### config.mk
export PLATFORM = sky130hd
export DESIGN_NAME = fetch_frontend
export DESIGN_NICKNAME = d
export VERILOG_FILES = /design/src/hdl/fetch_pkg.sv /design/src/hdl/rv32i_pkg.sv /design/src/hdl/line_fetch.sv /design/src/hdl/fetch_queue.sv /design/src/hdl/predecode.sv /design/src/hdl/fetch_frontend.sv
export SDC_FILE = /design/constraint.sdc
export NUM_CORES = 1
export LEC_CHECK = 0
export BUFFER_PORTS_ARGS = -buffer_cell sky130_fd_sc_hd__buf_4
export CORE_MARGIN = 10
export CORE_UTILIZATION = 45
export DETAILED_ROUTE_END_ITERATION = 12
export SLEW_MARGIN = 5
export SYNTH_ARGS = -nofsm -noshare
export SYNTH_HDL_FRONTEND = slang
export SYNTH_SLANG_ARGS = --single-unit
export TNS_END_PERCENT = 50
### constraint.sdc
create_clock -name clk -period 7.3 [get_ports clk]
set_input_delay 0.365 -clock clk [delete_from_list [all_inputs] [get_ports clk]]
set_output_delay 0.365 -clock clk [all_outputs]
set_load 0.01 [all_outputs]
### src/hdl/fetch_pkg.sv
package fetch_pkg;

    // datapath
    localparam int XLEN = 32;
    localparam logic [XLEN-1:0] RESET_PC = 32'h1eceb000;

    // burst memory geometry
    localparam int BEAT_BITS      = 64;
    localparam int BEATS_PER_LINE = 4;
    localparam int LINE_BITS      = BEAT_BITS * BEATS_PER_LINE;  // 256
    localparam int WORDS_PER_LINE = LINE_BITS / XLEN;            // 8

    // byte offset inside a line
    localparam int LINE_OFFSET_BITS = $clog2(LINE_BITS / 8);

    localparam int BEAT_IDX_BITS = $clog2(BEATS_PER_LINE);
    localparam int WORD_IDX_BITS = $clog2(WORDS_PER_LINE);

    // fetch queue sizing
    localparam int QUEUE_DEPTH    = 16;
    localparam int QUEUE_PTR_BITS = $clog2(QUEUE_DEPTH);
    localparam int QUEUE_CNT_BITS = QUEUE_PTR_BITS + 1;  // room for the full count

    // one fetched word and where it came from
    typedef struct packed {
        logic [XLEN-1:0] pc;
        logic [XLEN-1:0] inst;
    } fetch_entry_t;

endpackage

### src/hdl/rv32i_pkg.sv
package rv32i_pkg;

    localparam int REG_ADDR_BITS = 5;

    // base opcodes
    localparam logic [6:0] OP_LUI    = 7'b0110111;
    localparam logic [6:0] OP_AUIPC  = 7'b0010111;
    localparam logic [6:0] OP_JAL    = 7'b1101111;
    localparam logic [6:0] OP_JALR   = 7'b1100111;
    localparam logic [6:0] OP_BRANCH = 7'b1100011;
    localparam logic [6:0] OP_LOAD   = 7'b0000011;
    localparam logic [6:0] OP_STORE  = 7'b0100011;
    localparam logic [6:0] OP_IMM    = 7'b0010011;
    localparam logic [6:0] OP_REG    = 7'b0110011;

    // M extension lives under OP_REG with this funct7
    localparam logic [6:0] FUNCT7_MULDIV = 7'b0000001;

    // reservation station select in the dispatch encoding
    typedef enum logic [2:0] {
        FU_ADD = 3'd0,
        FU_MUL = 3'd1,
        FU_DIV = 3'd2,
        FU_MEM = 3'd3,
        FU_BR  = 3'd4
    } fu_class_e;

    typedef struct packed {
        logic [6:0]               funct7;
        logic [REG_ADDR_BITS-1:0] rs2;
        logic [REG_ADDR_BITS-1:0] rs1;
        logic [2:0]               funct3;
        logic [REG_ADDR_BITS-1:0] rd;
        logic [6:0]               opcode;
    } r_type_t;

    typedef struct packed {
        logic [11:0]              imm;
        logic [REG_ADDR_BITS-1:0] rs1;
        logic [2:0]               funct3;
        logic [REG_ADDR_BITS-1:0] rd;
        logic [6:0]               opcode;
    } i_type_t;

    // same 32 bits, two field layouts
    typedef union packed {
        r_type_t r;
        i_type_t i;
    } inst_word_u;

    // what dispatch needs to pick a station and look up sources
    typedef struct packed {
        logic [fetch_pkg::XLEN-1:0] pc;
        logic [fetch_pkg::XLEN-1:0] inst;
        fu_class_e                  fu_class;
        logic [REG_ADDR_BITS-1:0]   rd;
        logic [REG_ADDR_BITS-1:0]   rs1;
        logic [REG_ADDR_BITS-1:0]   rs2;
        logic                       uses_rs1;
        logic                       uses_rs2;
        logic                       writes_rd;
    } predecoded_t;

endpackage

### src/hdl/line_fetch.sv
`timescale 1ns/1ps

module line_fetch (
    input  logic                             clk,
    input  logic                             rst,
    input  logic                             redirect_i,
    input  logic [fetch_pkg::XLEN-1:0]       redirect_pc_i,
    output logic [fetch_pkg::XLEN-1:0]       bmem_addr_o,
    output logic                             bmem_read_o,
    input  logic                             bmem_ready_i,
    input  logic [fetch_pkg::BEAT_BITS-1:0]  bmem_rdata_i,
    input  logic                             bmem_rvalid_i,
    output fetch_pkg::fetch_entry_t          entry_o,
    output logic                             entry_valid_o,
    input  logic                             entry_ready_i
);

    typedef enum logic [1:0] {
        S_REQ,      // holding the burst read request
        S_WAIT,     // collecting beats of the line
        S_ISSUE,    // handing words to the queue
        S_DISCARD   // draining beats of a dropped line
    } state_e;

    state_e                                                state_q, state_d;
    logic [fetch_pkg::XLEN-1:0]                            pc_q, pc_d;
    logic [fetch_pkg::XLEN-1:fetch_pkg::LINE_OFFSET_BITS]  req_line_q;
    logic [fetch_pkg::BEAT_IDX_BITS-1:0]                   beat_cnt_q;
    logic [fetch_pkg::LINE_BITS-1:0]                       line_q;
    logic [fetch_pkg::WORD_IDX_BITS-1:0]                   word_idx;
    logic                                                  armed_q;  // one idle cycle out of reset
    logic                                                  req_fire;
    logic                                                  last_beat;
    logic                                                  word_taken;

    assign bmem_read_o = (state_q == S_REQ) && armed_q;
    assign bmem_addr_o = {req_line_q, {fetch_pkg::LINE_OFFSET_BITS{1'b0}}};
    assign req_fire    = bmem_read_o && bmem_ready_i;

    assign last_beat = bmem_rvalid_i
        && (beat_cnt_q == fetch_pkg::BEAT_IDX_BITS'(fetch_pkg::BEATS_PER_LINE - 1));

    // word select straight from the pc
    assign word_idx      = pc_q[fetch_pkg::LINE_OFFSET_BITS-1 -: fetch_pkg::WORD_IDX_BITS];
    assign entry_valid_o = (state_q == S_ISSUE);
    assign entry_o.pc    = pc_q;
    assign entry_o.inst  = line_q[word_idx*fetch_pkg::XLEN +: fetch_pkg::XLEN];
    assign word_taken    = entry_valid_o && entry_ready_i;

    always_comb begin
        if (redirect_i) begin
            pc_d = redirect_pc_i;
        end else if (word_taken) begin
            pc_d = pc_q + fetch_pkg::XLEN'(4);
        end else begin
            pc_d = pc_q;
        end

        state_d = state_q;
        case (state_q)
            S_REQ: begin
                if (req_fire) begin
                    // a redirect into the same line can still use it
                    if (pc_d[fetch_pkg::XLEN-1:fetch_pkg::LINE_OFFSET_BITS] == req_line_q) begin
                        state_d = S_WAIT;
                    end else begin
                        state_d = S_DISCARD;
                    end
                end
            end
            S_WAIT: begin
                if (redirect_i) begin
                    state_d = last_beat ? S_REQ : S_DISCARD;
                end else if (last_beat) begin
                    state_d = S_ISSUE;
                end
            end
            S_ISSUE: begin
                if (redirect_i) begin
                    state_d = S_REQ;
                end else if (word_taken
                    && word_idx == fetch_pkg::WORD_IDX_BITS'(fetch_pkg::WORDS_PER_LINE - 1)) begin
                    state_d = S_REQ;  // line used up
                end
            end
            S_DISCARD: begin
                if (last_beat) begin
                    state_d = S_REQ;
                end
            end
            default: state_d = S_REQ;
        endcase
    end

    always_ff @(posedge clk) begin
        if (rst) begin
            state_q    <= S_REQ;
            pc_q       <= fetch_pkg::RESET_PC;
            req_line_q <= fetch_pkg::RESET_PC[fetch_pkg::XLEN-1:fetch_pkg::LINE_OFFSET_BITS];
            beat_cnt_q <= '0;
            armed_q    <= 1'b0;
        end else begin
            state_q <= state_d;
            pc_q    <= pc_d;
            armed_q <= 1'b1;
            if (state_d == S_REQ && state_q != S_REQ) begin
                req_line_q <= pc_d[fetch_pkg::XLEN-1:fetch_pkg::LINE_OFFSET_BITS];
            end
            if (state_q == S_REQ) begin
                beat_cnt_q <= '0;
            end else if (bmem_rvalid_i) begin
                beat_cnt_q <= beat_cnt_q + 1'b1;
            end
        end
    end

    // beats land lowest first
    always_ff @(posedge clk) begin
        if (bmem_rvalid_i && state_q == S_WAIT) begin
            line_q[beat_cnt_q*fetch_pkg::BEAT_BITS +: fetch_pkg::BEAT_BITS] <= bmem_rdata_i;
        end
    end

    // request must not move until memory takes it
    a_req_hold: assert property (@(posedge clk) disable iff (rst)
        bmem_read_o && !bmem_ready_i |=> bmem_read_o && $stable(bmem_addr_o));

    // memory only answers a request that was taken
    a_no_stray_beat: assert property (@(posedge clk) disable iff (rst)
        bmem_rvalid_i |-> (state_q == S_WAIT || state_q == S_DISCARD));

endmodule

### src/hdl/fetch_queue.sv
`timescale 1ns/1ps

module fetch_queue (
    input  logic                     clk,
    input  logic                     rst,
    input  logic                     flush_i,
    input  fetch_pkg::fetch_entry_t  wr_i,
    input  logic                     wr_valid_i,
    output logic                     wr_ready_o,
    output fetch_pkg::fetch_entry_t  rd_o,
    output logic                     rd_valid_o,
    input  logic                     rd_ready_i
);

    fetch_pkg::fetch_entry_t                mem_q [fetch_pkg::QUEUE_DEPTH];
    logic [fetch_pkg::QUEUE_PTR_BITS-1:0]   wr_ptr_q, rd_ptr_q;
    logic [fetch_pkg::QUEUE_CNT_BITS-1:0]   count_q;
    logic                                   push, pop;

    assign wr_ready_o = count_q != fetch_pkg::QUEUE_CNT_BITS'(fetch_pkg::QUEUE_DEPTH);
    assign rd_valid_o = count_q != '0;
    assign rd_o       = mem_q[rd_ptr_q];

    assign push = wr_valid_i && wr_ready_o;
    assign pop  = rd_valid_o && rd_ready_i;

    always_ff @(posedge clk) begin
        if (rst) begin
            wr_ptr_q <= '0;
            rd_ptr_q <= '0;
            count_q  <= '0;
        end else if (flush_i) begin
            // everything queued is on the wrong path
            wr_ptr_q <= '0;
            rd_ptr_q <= '0;
            count_q  <= '0;
        end else begin
            if (push) begin
                wr_ptr_q <= wr_ptr_q + 1'b1;  // wraps at depth
            end
            if (pop) begin
                rd_ptr_q <= rd_ptr_q + 1'b1;
            end
            case ({push, pop})
                2'b10:   count_q <= count_q + 1'b1;
                2'b01:   count_q <= count_q - 1'b1;
                default: count_q <= count_q;
            endcase
        end
    end

    // pc and inst stay together in one slot
    always_ff @(posedge clk) begin
        if (push) begin
            mem_q[wr_ptr_q] <= wr_i;
        end
    end

    // a full queue takes nothing at that edge
    a_no_write_full: assert property (@(posedge clk) disable iff (rst)
        count_q == fetch_pkg::QUEUE_CNT_BITS'(fetch_pkg::QUEUE_DEPTH) && !flush_i
        |=> $stable(wr_ptr_q));

    // count bounded and in step with the pointers
    a_count_bound: assert property (@(posedge clk) disable iff (rst)
        count_q <= fetch_pkg::QUEUE_CNT_BITS'(fetch_pkg::QUEUE_DEPTH)
        && (wr_ptr_q - rd_ptr_q) == count_q[fetch_pkg::QUEUE_PTR_BITS-1:0]);

endmodule

### src/hdl/predecode.sv
`timescale 1ns/1ps

module predecode (
    input  logic                     clk,
    input  logic                     rst,
    input  logic                     flush_i,
    input  fetch_pkg::fetch_entry_t  in_i,
    input  logic                     in_valid_i,
    output logic                     in_ready_o,
    output rv32i_pkg::predecoded_t   dec_o,
    output logic                     dec_valid_o,
    input  logic                     dec_ready_i
);

    rv32i_pkg::inst_word_u   iw;
    rv32i_pkg::predecoded_t  dec_d, dec_q;
    logic                    valid_q;
    logic                    accept;

    // empty register or draining this cycle
    assign in_ready_o  = !valid_q || dec_ready_i;
    assign accept      = in_valid_i && in_ready_o && !flush_i;
    assign dec_o       = dec_q;
    assign dec_valid_o = valid_q;

    always_comb begin
        iw    = in_i.inst;
        dec_d = '0;

        dec_d.pc   = in_i.pc;
        dec_d.inst = in_i.inst;
        dec_d.rd   = iw.i.rd;
        dec_d.rs1  = iw.i.rs1;
        dec_d.rs2  = iw.r.rs2;  // raw field that only matters with uses_rs2

        case (iw.i.opcode)
            rv32i_pkg::OP_JAL, rv32i_pkg::OP_JALR, rv32i_pkg::OP_BRANCH: begin
                dec_d.fu_class = rv32i_pkg::FU_BR;
            end
            rv32i_pkg::OP_LOAD, rv32i_pkg::OP_STORE: begin
                dec_d.fu_class = rv32i_pkg::FU_MEM;
            end
            rv32i_pkg::OP_REG: begin
                if (iw.r.funct7 == rv32i_pkg::FUNCT7_MULDIV) begin
                    // funct3 4..7 are div/rem
                    dec_d.fu_class = iw.r.funct3[2] ? rv32i_pkg::FU_DIV : rv32i_pkg::FU_MUL;
                end else begin
                    dec_d.fu_class = rv32i_pkg::FU_ADD;
                end
            end
            default: dec_d.fu_class = rv32i_pkg::FU_ADD;  // lui, auipc, op-imm
        endcase

        dec_d.uses_rs1 = !(iw.i.opcode inside {rv32i_pkg::OP_LUI, rv32i_pkg::OP_AUIPC,
                                               rv32i_pkg::OP_JAL});
        dec_d.uses_rs2 = iw.i.opcode inside {rv32i_pkg::OP_REG, rv32i_pkg::OP_BRANCH,
                                             rv32i_pkg::OP_STORE};
        dec_d.writes_rd = (iw.i.rd != '0)
            && !(iw.i.opcode inside {rv32i_pkg::OP_BRANCH, rv32i_pkg::OP_STORE});
    end

    always_ff @(posedge clk) begin
        if (rst) begin
            valid_q <= 1'b0;
        end else if (flush_i) begin
            valid_q <= 1'b0;
        end else if (accept) begin
            valid_q <= 1'b1;
        end else if (dec_ready_i) begin
            valid_q <= 1'b0;
        end
    end

    always_ff @(posedge clk) begin
        if (accept) begin
            dec_q <= dec_d;
        end
    end

    // output held steady until dispatch takes it
    a_dec_hold: assert property (@(posedge clk) disable iff (rst)
        dec_valid_o && !dec_ready_i && !flush_i |=> dec_valid_o && $stable(dec_o));

endmodule

### src/hdl/fetch_frontend.sv
`timescale 1ns/1ps

module fetch_frontend (
    input  logic                             clk,
    input  logic                             rst,

    // read side of burst memory
    output logic [fetch_pkg::XLEN-1:0]       bmem_addr_o,
    output logic                             bmem_read_o,
    input  logic                             bmem_ready_i,
    input  logic [fetch_pkg::BEAT_BITS-1:0]  bmem_rdata_i,
    input  logic                             bmem_rvalid_i,

    // branch resolution from the back end
    input  logic                             redirect_valid_i,
    input  logic [fetch_pkg::XLEN-1:0]       redirect_pc_i,

    // to dispatch
    output rv32i_pkg::predecoded_t           dec_o,
    output logic                             dec_valid_o,
    input  logic                             dec_ready_i
);

    fetch_pkg::fetch_entry_t  lf_entry, fq_entry;
    logic                     lf_valid, lf_ready;
    logic                     fq_valid, fq_ready;

    line_fetch u_line_fetch (
        .clk           (clk),
        .rst           (rst),
        .redirect_i    (redirect_valid_i),
        .redirect_pc_i (redirect_pc_i),
        .bmem_addr_o   (bmem_addr_o),
        .bmem_read_o   (bmem_read_o),
        .bmem_ready_i  (bmem_ready_i),
        .bmem_rdata_i  (bmem_rdata_i),
        .bmem_rvalid_i (bmem_rvalid_i),
        .entry_o       (lf_entry),
        .entry_valid_o (lf_valid),
        .entry_ready_i (lf_ready)
    );

    fetch_queue u_fetch_queue (
        .clk        (clk),
        .rst        (rst),
        .flush_i    (redirect_valid_i),
        .wr_i       (lf_entry),
        .wr_valid_i (lf_valid),
        .wr_ready_o (lf_ready),
        .rd_o       (fq_entry),
        .rd_valid_o (fq_valid),
        .rd_ready_i (fq_ready)
    );

    predecode u_predecode (
        .clk         (clk),
        .rst         (rst),
        .flush_i     (redirect_valid_i),
        .in_i        (fq_entry),
        .in_valid_i  (fq_valid),
        .in_ready_o  (fq_ready),
        .dec_o       (dec_o),
        .dec_valid_o (dec_valid_o),
        .dec_ready_i (dec_ready_i)
    );

endmodule

[Word-level counts from Yosys, hierarchy flattened]
Memories as Yosys holds them, arrays and structs flattened. A register that Yosys moved wholly into a read port is not among the register bits.
Index checks and enable logic that the tools add are counted.
Word-level totals
  bits in registers: 419
  latch bits: 0
  bits in writable memories: 1024
  ROM bits: 0
  output and inout bits: 119
  memories kept: 1
Memories
  u_fetch_queue.mem_q: depth 16, width 64, rd ports 1, clocked after memory_dff 1, write ports 1, line fetch_queue.sv:15  | fetch_pkg::fetch_entry_t mem_q [fetch_pkg::QUEUE_DEPTH];
Cells by class
  add/sub/neg operators: 7
  multiply operators: 0
  divide/modulo/power cells: 0
  $lt $le $gt $ge: 0
  eq/ne operators: 18
  shift operators: 3
  mux-type cells: 23
  bitwise operators: 0
  reductions and logical operators: 30
Operators by type and width (count)
  256-bit bitwise mux: 1
  64-bit by 34-bit variable shift with 256-bit output, first input constant: 1
  256-bit by 9-bit indexed part select with 32-bit output: 1
  64-bit by 34-bit indexed part select with 256-bit output: 1
  32-bit two-way mux: 2
  8-bit negation with 34-bit output: 1
  32-bit by 3-bit adder with 32-bit output, second input constant: 1
  27-bit == test: 1
  7-bit by 6-bit == test with 1-bit output, second input constant: 3
  7-bit == test, second input constant: 3
  2-bit two-way mux: 9
  1-bit logical AND: 10
  5-bit one-hot mux with 2 select lines: 1
  2-bit nonzero test: 5
  5-bit nonzero test: 2
  3-bit one-hot mux with 3 select lines: 1
  4-bit by 1-bit adder with 4-bit output, second input constant: 2
  2-bit == test, second input constant: 4
  4-bit two-way mux: 2
  2-bit one-hot mux with 4 select lines: 1
  7-bit by 1-bit == test with 1-bit output, second input constant: 1
  7-bit by 2-bit == test with 1-bit output, second input constant: 1
  7-bit by 5-bit == test with 1-bit output, second input constant: 1
  3-bit nonzero test: 2
  other kinds (13): 24

[Logic depth before layout (Yosys ltp)]
Gate-level depths: netlist of the first run.
  depth after elaboration: 10
  mapped depth: 12
  gate-level depth less buffers: 12

[Hierarchy]
From an unflattened synthesis of the first run, not the netlist that was laid out.
Unflattened totals
  cells, all modules: 2983
  area total of the unflattened synthesis: 57056.0 µm²
Modules (own cells, without submodules)
  fetch_queue: times used 1, cells an instance 1691, area an instance 39233.9 µm², sequential area each 31089.8 µm²
  line_fetch: times used 1, cells an instance 1181, area an instance 15429.8 µm², sequential area each 8968.6 µm²
  predecode: times used 1, cells an instance 111, area an instance 2392.3 µm², sequential area each 2122.0 µm²

[Worst setup path after synthesis of the first run]
OpenSTA, ideal clock, no wires.
  path type: register to register
  start point: reg u_line_fetch.state_q[0]
  end point: mem u_fetch_queue.mem_q[3][0] in the netlist's numbering (enable)
  library setup time: 0.565 ns
  arrival: 5.629 ns
  slack: 1.106 ns
  cell stages (with the launch flop): 6
  clock period less this slack: 6.194 ns
  cells stage by stage: dfxtp_1 > nand2b_1 > a21oi_1 > clkbuf_1 > nand2_1 > nor3_1
Between the ends
  longest elaborated chain between the ends: 4
Ends and longest elaborated chain
  start, declared: line line_fetch.sv:25  | state_e state_q, state_d;
  start signal, assigned: line line_fetch.sv:103  | state_q <= state_d;
  2-bit == test: line line_fetch.sv:45  | assign entry_valid_o = (state_q == S_ISSUE);
  1-bit logical AND: line fetch_queue.sv:24  | assign push = wr_valid_i && wr_ready_o;
  1-bit two-way mux: line fetch_queue.sv:54  | if (push) begin
  1-bit two-way mux (not written as such): line fetch_queue.sv:55  | mem_q[wr_ptr_q] <= wr_i;
  end, declared: line fetch_queue.sv:15
No other way between the ends.

==> flow_metrics.tcl, run 1 <==
set metrics [dict create \
    cts_buffers 149 \
    pin_count 221 \
    place_inst 4574 \
    syn_area_um2 56930 \
    grt_max_degree 140 \
    clockRootBuffer "clkbuf_16" \
    max-vdd-ir-drop_mv 0.2360 \
    wl_met1_mm 60.47 \
    rsz0062_at_grt "false" \
    hold_path.class "in -> reg" \
    wl_met3_mm 8.867 \
    cp-start-kind "register" \
    wl_met2_mm 67.33 \
    top_layer "met5" \
    yosys-top-cells-area "edfxtp_1 71%, mux4_2 15%, and2_1 2.9%, dfxtp_1 2.9%, mux2_2 0.69%" \
    antenna_found_initial 12 \
    worst_slack_ns 3.357 \
    cpLargestDelayFamily "multiplexers" \
    path_max_fanout 80 \
    post_cts_resized 0 \
    finalHoldViolations 0 \
    slowest_delay_ns 0.95 \
    worstSkewPairLatency_ns 0.77 \
    synth-main-ff-cell "edfxtp_1" \
    drv_slew 0 \
    die_w_um 375.7 \
    power_density_nw_per_um2 264.9 \
    fill_cells 9749 \
    cp_cell_sequence "buf_12 > mux4_2 > mux4_2 > nor4b_1 > nand3_1 > o21ai_0" \
    synth_top_area_cell "edfxtp_1" \
    critPathBufInv 1 \
    fin_nets 3291 \
    yosysWarnings 0 \
    tns_ns 0 \
    yosysMostFrequentCell "edfxtp_1" \
    cp_slowest_cell "dfxtp_4" \
    first_global_vias 30010 \
    drive_gt1_share_pct 28.90 \
    synth-edff-count 1350 \
    critPathKind "reg -> reg" \
    core-area_um2 125600 \
    gp_congestion 0.8457 \
    drt_iter0_markers 3100 \
    worstMarginPinSlew_ns 1.103 \
    drt_first_pass_iters 5 \
    setup_viol 0 \
    ant_nets 0 \
    fin_skew_ns 0.02923 \
    synth_common_cells "1350 x edfxtp_1, 384 x mux4_2, 266 x and2_1" \
    via_per_inst 5.795 \
    period_share_pct 54.01 \
    synthDistinctLibCells 66 \
    dp_slack_ns 3.309 \
    dieArea_um2 141100 \
    max_freq_mhz 253.6 \
    syn_to_final_growth_pct 16.39 \
    hpwl_mm 77.81 \
    seq_area_frac_synth_pct 74.10 \
    path_clk_slew_ns 0.06 \
    start_util_pct 45.33 \
    clock_path_buffers 3 \
    routed_wirelength_mm 139.3 \
    synth_top_area_share_pct 71.21 \
    period_minus_slack_ns 3.943 \
    syn-mean-instance-area_um2 20.21 \
    numPortBuffers 215 \
    die_y_um 375.7 \
    grt-ovfl-total 0 \
    synth_seq_cells 1432 \
    drc 0 \
    crit_path_frequent_cell "mux4_2" \
    cts_tree "built" \
    maxCapViolations 0 \
    synth_cells 2817 \
    final_cells 4947 \
    grt_pass1_wl_mm 204.5 \
    status "finished, final reports clean" \
    cts_sinks 1432 \
    globalRouteTotalUtil_pct 19.67 \
    crit_arrival_ns 4.56 \
    rows 130 \
    via_count 28670 \
    wl_per_cell_um 28.16 \
    worst_ep_required_time_ns 7.91 \
    relSlewSlack_pct 26.47 \
    power.leakage_nw 21.62 \
    h-tree-depth 4 \
    async_reset_ff_share_pct 0 \
    crit_path_end_kind "register" \
]
path summary, 6_finish.rpt:
check | slack (ns) | end | cells after the start | from
max | 3.36 | u_predecode.dec_o[18]$_SDFFCE_PN0P_ | 6 | register
min | 0.07 | u_line_fetch.pc_q[2]$_SDFFE_PP0P_ | 2 | rst
max reg2reg | 3.36 | u_predecode.dec_o[18]$_SDFFCE_PN0P_ | 6 | register
min reg2reg | 0.52 | u_fetch_queue.wr_ptr_q[1]$_SDFFE_PP0N_ | 2 | u_fetch_queue.wr_ptr_q[1]$_SDFFE_PP0N_
registers in the layout, indices dropped and copies added (netlist names), named ones only:
name and flops:
u_line_fetch.line_q 256, u_line_fetch.state_q 2, u_line_fetch.pc_q 32, u_predecode.dec_o 70, u_fetch_queue.wr_ptr_q 4, u_line_fetch.req_line_q 27
u_fetch_queue.rd_ptr_q 4, u_line_fetch.beat_cnt_q 2, u_predecode.dec_valid_o 1, u_fetch_queue.count_q 5, u_fetch_queue.mem_q 1024, u_line_fetch.armed_q 1
area by class of cell:
class	count	area, um^2	area share [%]
repair buffers	371	3078	4.646
well taps	1650	2064	3.116
diodes	6	15.01	0.02266
clock buffers	176	3958	5.973
inverters	23	86.33	0.1303
clock inverters	94	784.5	1.184
multi-input cells	1195	14060	21.23
flip-flops and latches	1432	42200	63.70
stage by stage:
stage / area (um^2) / power, W / hold WS [ns] / util [%]
floorplan: 56940 / 0.009930 / 0.4678 / -
global placement: 60530 / 0.01029 / 0.4819 / 48.20
detailed placement: 60530 / 0.01032 / 0.5081 / 48.20
CTS: 66240 / 0.01772 / 0.01571 / 52.75
global route: 66250 / 0.01811 / 0.05449 / 52.76
finish: 66250 / 0.01755 / 0.06963 / 52.76
worst register-to-register path, stage by stage (launching register included):
cell and delay [ns]:
dfxtp_4 0.95, buf_12 0.61, mux4_2 0.67, mux4_2 0.50, nor4b_1 0.73, nand3_1 0.16
o21ai_0 0.17
per-layer routing:
metal	GRT usage, %	vias up
li1	-	12090
met5	0	-
met2	31.59	1033
met3	3.902	199
met1	27.62	15340
met4	4.853	6
report_power, final:
group	internal [W]	total, W	switching, W	leakage [nW]
combinational	0.000417	0.000923	0.000507	5.91
clock	0.00426	0.00738	0.00312	2.33
sequential	0.00912	0.00925	0.000128	13.4
total	0.0138	0.0176	0.00375	21.6
cells by family after synthesis:
kind of cell	synth area share, %
multiplexers	16.25
XOR/XNOR	1.077
adder cells (fa/ha/maj)	0.3868
other	0.006588
buffers and inverters	1.495
flip-flops	74.10
AO/OA/AOI/OAI	1.325
AND/OR/NAND/NOR	5.359
layout by cell type (no fill, tap or decap), types with 6 or more instances in the layout:
| cell type | n |
|---|---|
| a211o_1 | 6 |
| a21oi_1 | 37 |
| a31oi_1 | 6 |
| and2_1 | 262 |
| and3_1 | 8 |
| and4_1 | 6 |
| buf_4 | 270 |
| bufinv_16 | 11 |
| clkbuf_1 | 21 |
| clkbuf_16 | 155 |
| clkinv_1 | 36 |
| clkinv_2 | 31 |
| dfxtp_1 | 75 |
| dfxtp_4 | 6 |
| diode_2 | 6 |
| dlygate4sd3_1 | 97 |
| edfxtp_1 | 1350 |
| ha_1 | 16 |
| inv_1 | 22 |
| inv_6 | 6 |
| mux2_2 | 35 |
| mux2i_1 | 21 |
| mux4_2 | 384 |
| nand2_1 | 73 |
| nand2b_1 | 7 |
| nand3_1 | 23 |
| nand4_1 | 13 |
| nor2_1 | 79 |
| nor2_4 | 13 |
| nor3_1 | 16 |
| nor4_1 | 11 |
| o211ai_1 | 17 |
| o21ai_0 | 11 |
| xnor2_1 | 43 |
| xor2_1 | 27 |
timing repair:
item / 4_1_cts / 5_1_grt
hold endpoints to repair: 307 / 0
hold buffers: 97 / 0
setup buffers: 0 / 0
Power figures use the tool's default switching activity.
==> run 2, diff against run 1 <==
==> constraint.sdc (replaced) <==
create_clock -name clk -period 4.09 [get_ports clk]
set_input_delay 0.2045 -clock clk [delete_from_list [all_inputs] [get_ports clk]]
set_output_delay 0.2045 -clock clk [all_outputs]
set_load 0.01 [all_outputs]
==> run 2 against run 1 <==
  * Utilization increased by 0.52 points
  * Maximum frequency increased by 13%
  * Register-to-register slack got worse by 2.8 ns
  * Critical path depth increased by 1
  * Worst setup slack got worse by 2.8 ns
  * Die area unchanged
  * Worst hold slack improved by 0.036 ns
  * Flip-flop and latch count unchanged
  * Critical path type unchanged
==> flow_metrics.tcl, run 2 (synthesis results as in run 1) <==
set metrics [dict create \
    via_per_inst 5.710 \
    rr_worst_depth 7 \
    whs_endpoint "u_line_fetch.pc_q[28]$_SDFF_PP1_" \
    clock_path_buffers 3 \
    die_y_um 375.7 \
    placed_area_um2 61200 \
    period_minus_slack_ns 3.497 \
    dieArea_um2 141100 \
    drv_slew 0 \
    status "finished, final reports clean" \
    cp_cell_sequence "buf_4 > mux4_2 > mux4_2 > nor4b_1 > buf_4 > nand3_1 > o21ai_0" \
    grt-ovfl-total 0 \
    postLayoutCoreUtil_pct 53.28 \
    worst_ep_required_time_ns 4.70 \
    critPathKind "reg -> reg" \
    critPathBufInv 2 \
    power.leakage_nw 21.88 \
    drt_iter0_markers 2720 \
    syn_to_final_growth_pct 17.54 \
    die_w_um 375.7 \
    worstHoldStart "redirect_valid_i" \
    drt_first_pass_iters 5 \
    fin_nets 3359 \
    power_density_nw_per_um2 459.7 \
    h-tree-depth 4 \
    design_area_um2 66910 \
    worst_slack_ns 0.5930 \
    crit_arrival_ns 4.11 \
    mostFrequentLayoutCells "1350 x edfxtp_1, 384 x mux4_2, 295 x buf_4, 262 x and2_1, 150 x clkbuf_16" \
    rows 130 \
    rsz0062_at_grt "false" \
    worstSkewPairLatency_ns 0.76 \
    routed_wirelength_mm 137.6 \
    antenna_found_initial 14 \
    drc 0 \
    clockRootBuffer "clkbuf_16" \
    grt_max_degree 107 \
    globalRouteTotalUtil_pct 19.55 \
    drive_gt1_share_pct 29.25 \
    final_common_cell "edfxtp_1" \
    r2r_slack_ns 0.59 \
    post_cts_resized 0 \
    wl_per_cell_um 27.46 \
    cts_sinks 1432 \
    via_count 28630 \
    crit_path_end_kind "register" \
    setup_viol 0 \
    period_share_pct 85.50 \
    max_freq_mhz 286.0 \
    dp_slack_ns 0.5517 \
    reg2reg_to "u_predecode.dec_o[18]$_SDFFCE_PN0P_" \
    pin_count 221 \
    maxCapViolations 0 \
    first_global_vias 30300 \
    holdPathStages 4 \
    numPortBuffers 215 \
    cts_tree "built" \
    regMostFlops "u_fetch_queue.mem_q" \
    cts_buffers 147 \
    slowest_delay_ns 0.77 \
    max-vdd-ir-drop_mv 0.4163 \
    gp_congestion 0.8685 \
    fin_skew_ns 0.02411 \
    grt_pass1_wl_mm 203.9 \
    start_util_pct 45.33 \
    post_cts_buffers 0 \
    core-area_um2 125600 \
    hold_path.class "in -> reg" \
    largest_reg_flops 1024 \
    hpwl_mm 80.91 \
    worstMarginPinSlew_ns 0.9998 \
    cpLargestDelayFamily "multiplexers" \
    cp_slowest_cell "dfxtp_4" \
    path_clk_slew_ns 0.06 \
    power_w 0.03076 \
    relSlewSlack_pct 33.13 \
    ant_nets 0 \
    path_max_fanout 31 \
    finalHoldViolations 0 \
    cp-start-kind "register" \
]
## run 2: cell types whose count changed in the layout (fill, tap and decap cells not counted), sizes merged
cell         before  now
clkbuf          176  192
bufinv           11    6
clkinv           72   53
dlygate4sd3      97  119
buf             274  322
diode             6   12
clkinvlp          5    3
## run 2: cell type report
cell class / instances / area [um^2]
diodes: 12 / 30.03
clock buffers: 192 / 3941
clock inverters: 68 / 546.8
fillers: 9757 / 58660
inverters: 23 / 86.33
multi-input cells: 1195 / 14090
flip-flops and latches: 1432 / 42200
well taps: 1650 / 2064
repair buffers: 441 / 3946
## run 2: worst max path at each step
| stage | startpoint | cells past startpoint | slack, ns | endpoint |
|---|---|---|---|---|
| after global routing | u_line_fetch.pc_q[18]$_SDFF_PP1_ | 8 | 0.29 | u_line_fetch.state_q[1]$_SDFF_PP0_ |
| final | register | 7 | 0.59 | u_predecode.dec_o[18]$_SDFFCE_PN0P_ |
| after global placement | register | 7 | 0.65 | u_predecode.dec_o[18]$_SDFFCE_PN0P_ |
| after floorplan | u_line_fetch.state_q[0]$_SDFF_PP0_ | 5 | -0.39 | u_fetch_queue.mem_q[7][0]$_DFFE_PP_ |
| after detailed placement | register | 7 | 0.55 | u_predecode.dec_o[18]$_SDFFCE_PN0P_ |
| after CTS | register | 7 | 0.54 | u_predecode.dec_o[18]$_SDFFCE_PN0P_ |
## run 2: worst min-delay path, delay by kind of cell
family | cells | cell delay [ns]
simple gates | 2 | 0.26
buf+inv | 1 | 0.29
compound gates | 1 | 0.07
## run 2: power breakdown
group	switching [W]	internal (W)
sequential	0.000125	0.0163
clock	0.00539	0.00717
combinational	0.00100	0.000798
total	0.00651	0.0242
## run 2: per-layer routing
layer  GRT usage [%]  up-vias  routed length [um]
met3           3.236      204                8591
li1                -    12250                   -
met2           32.12      949               67460
met1           27.03    15220               58870
met5               0        -                  25
met4           5.299        4                2689
## run 2: repair_timing
action	CTS	global route
endpoints found under the setup margin	0	0
hold endpoints to repair	320	0
hold buffers	119	0
## run 2: metrics by stage
step | instances | TNS, ns | hold WS, ns
global placement | 4622 | 0 | 0.4503
detailed placement | 4622 | 0 | 0.4543
CTS | 5001 | 0 | 0.03620
global route | 5008 | 0 | 0.1151
floorplan | 2821 | -279.70 | 0.3428
finish | 5013 | 0 | 0.1061
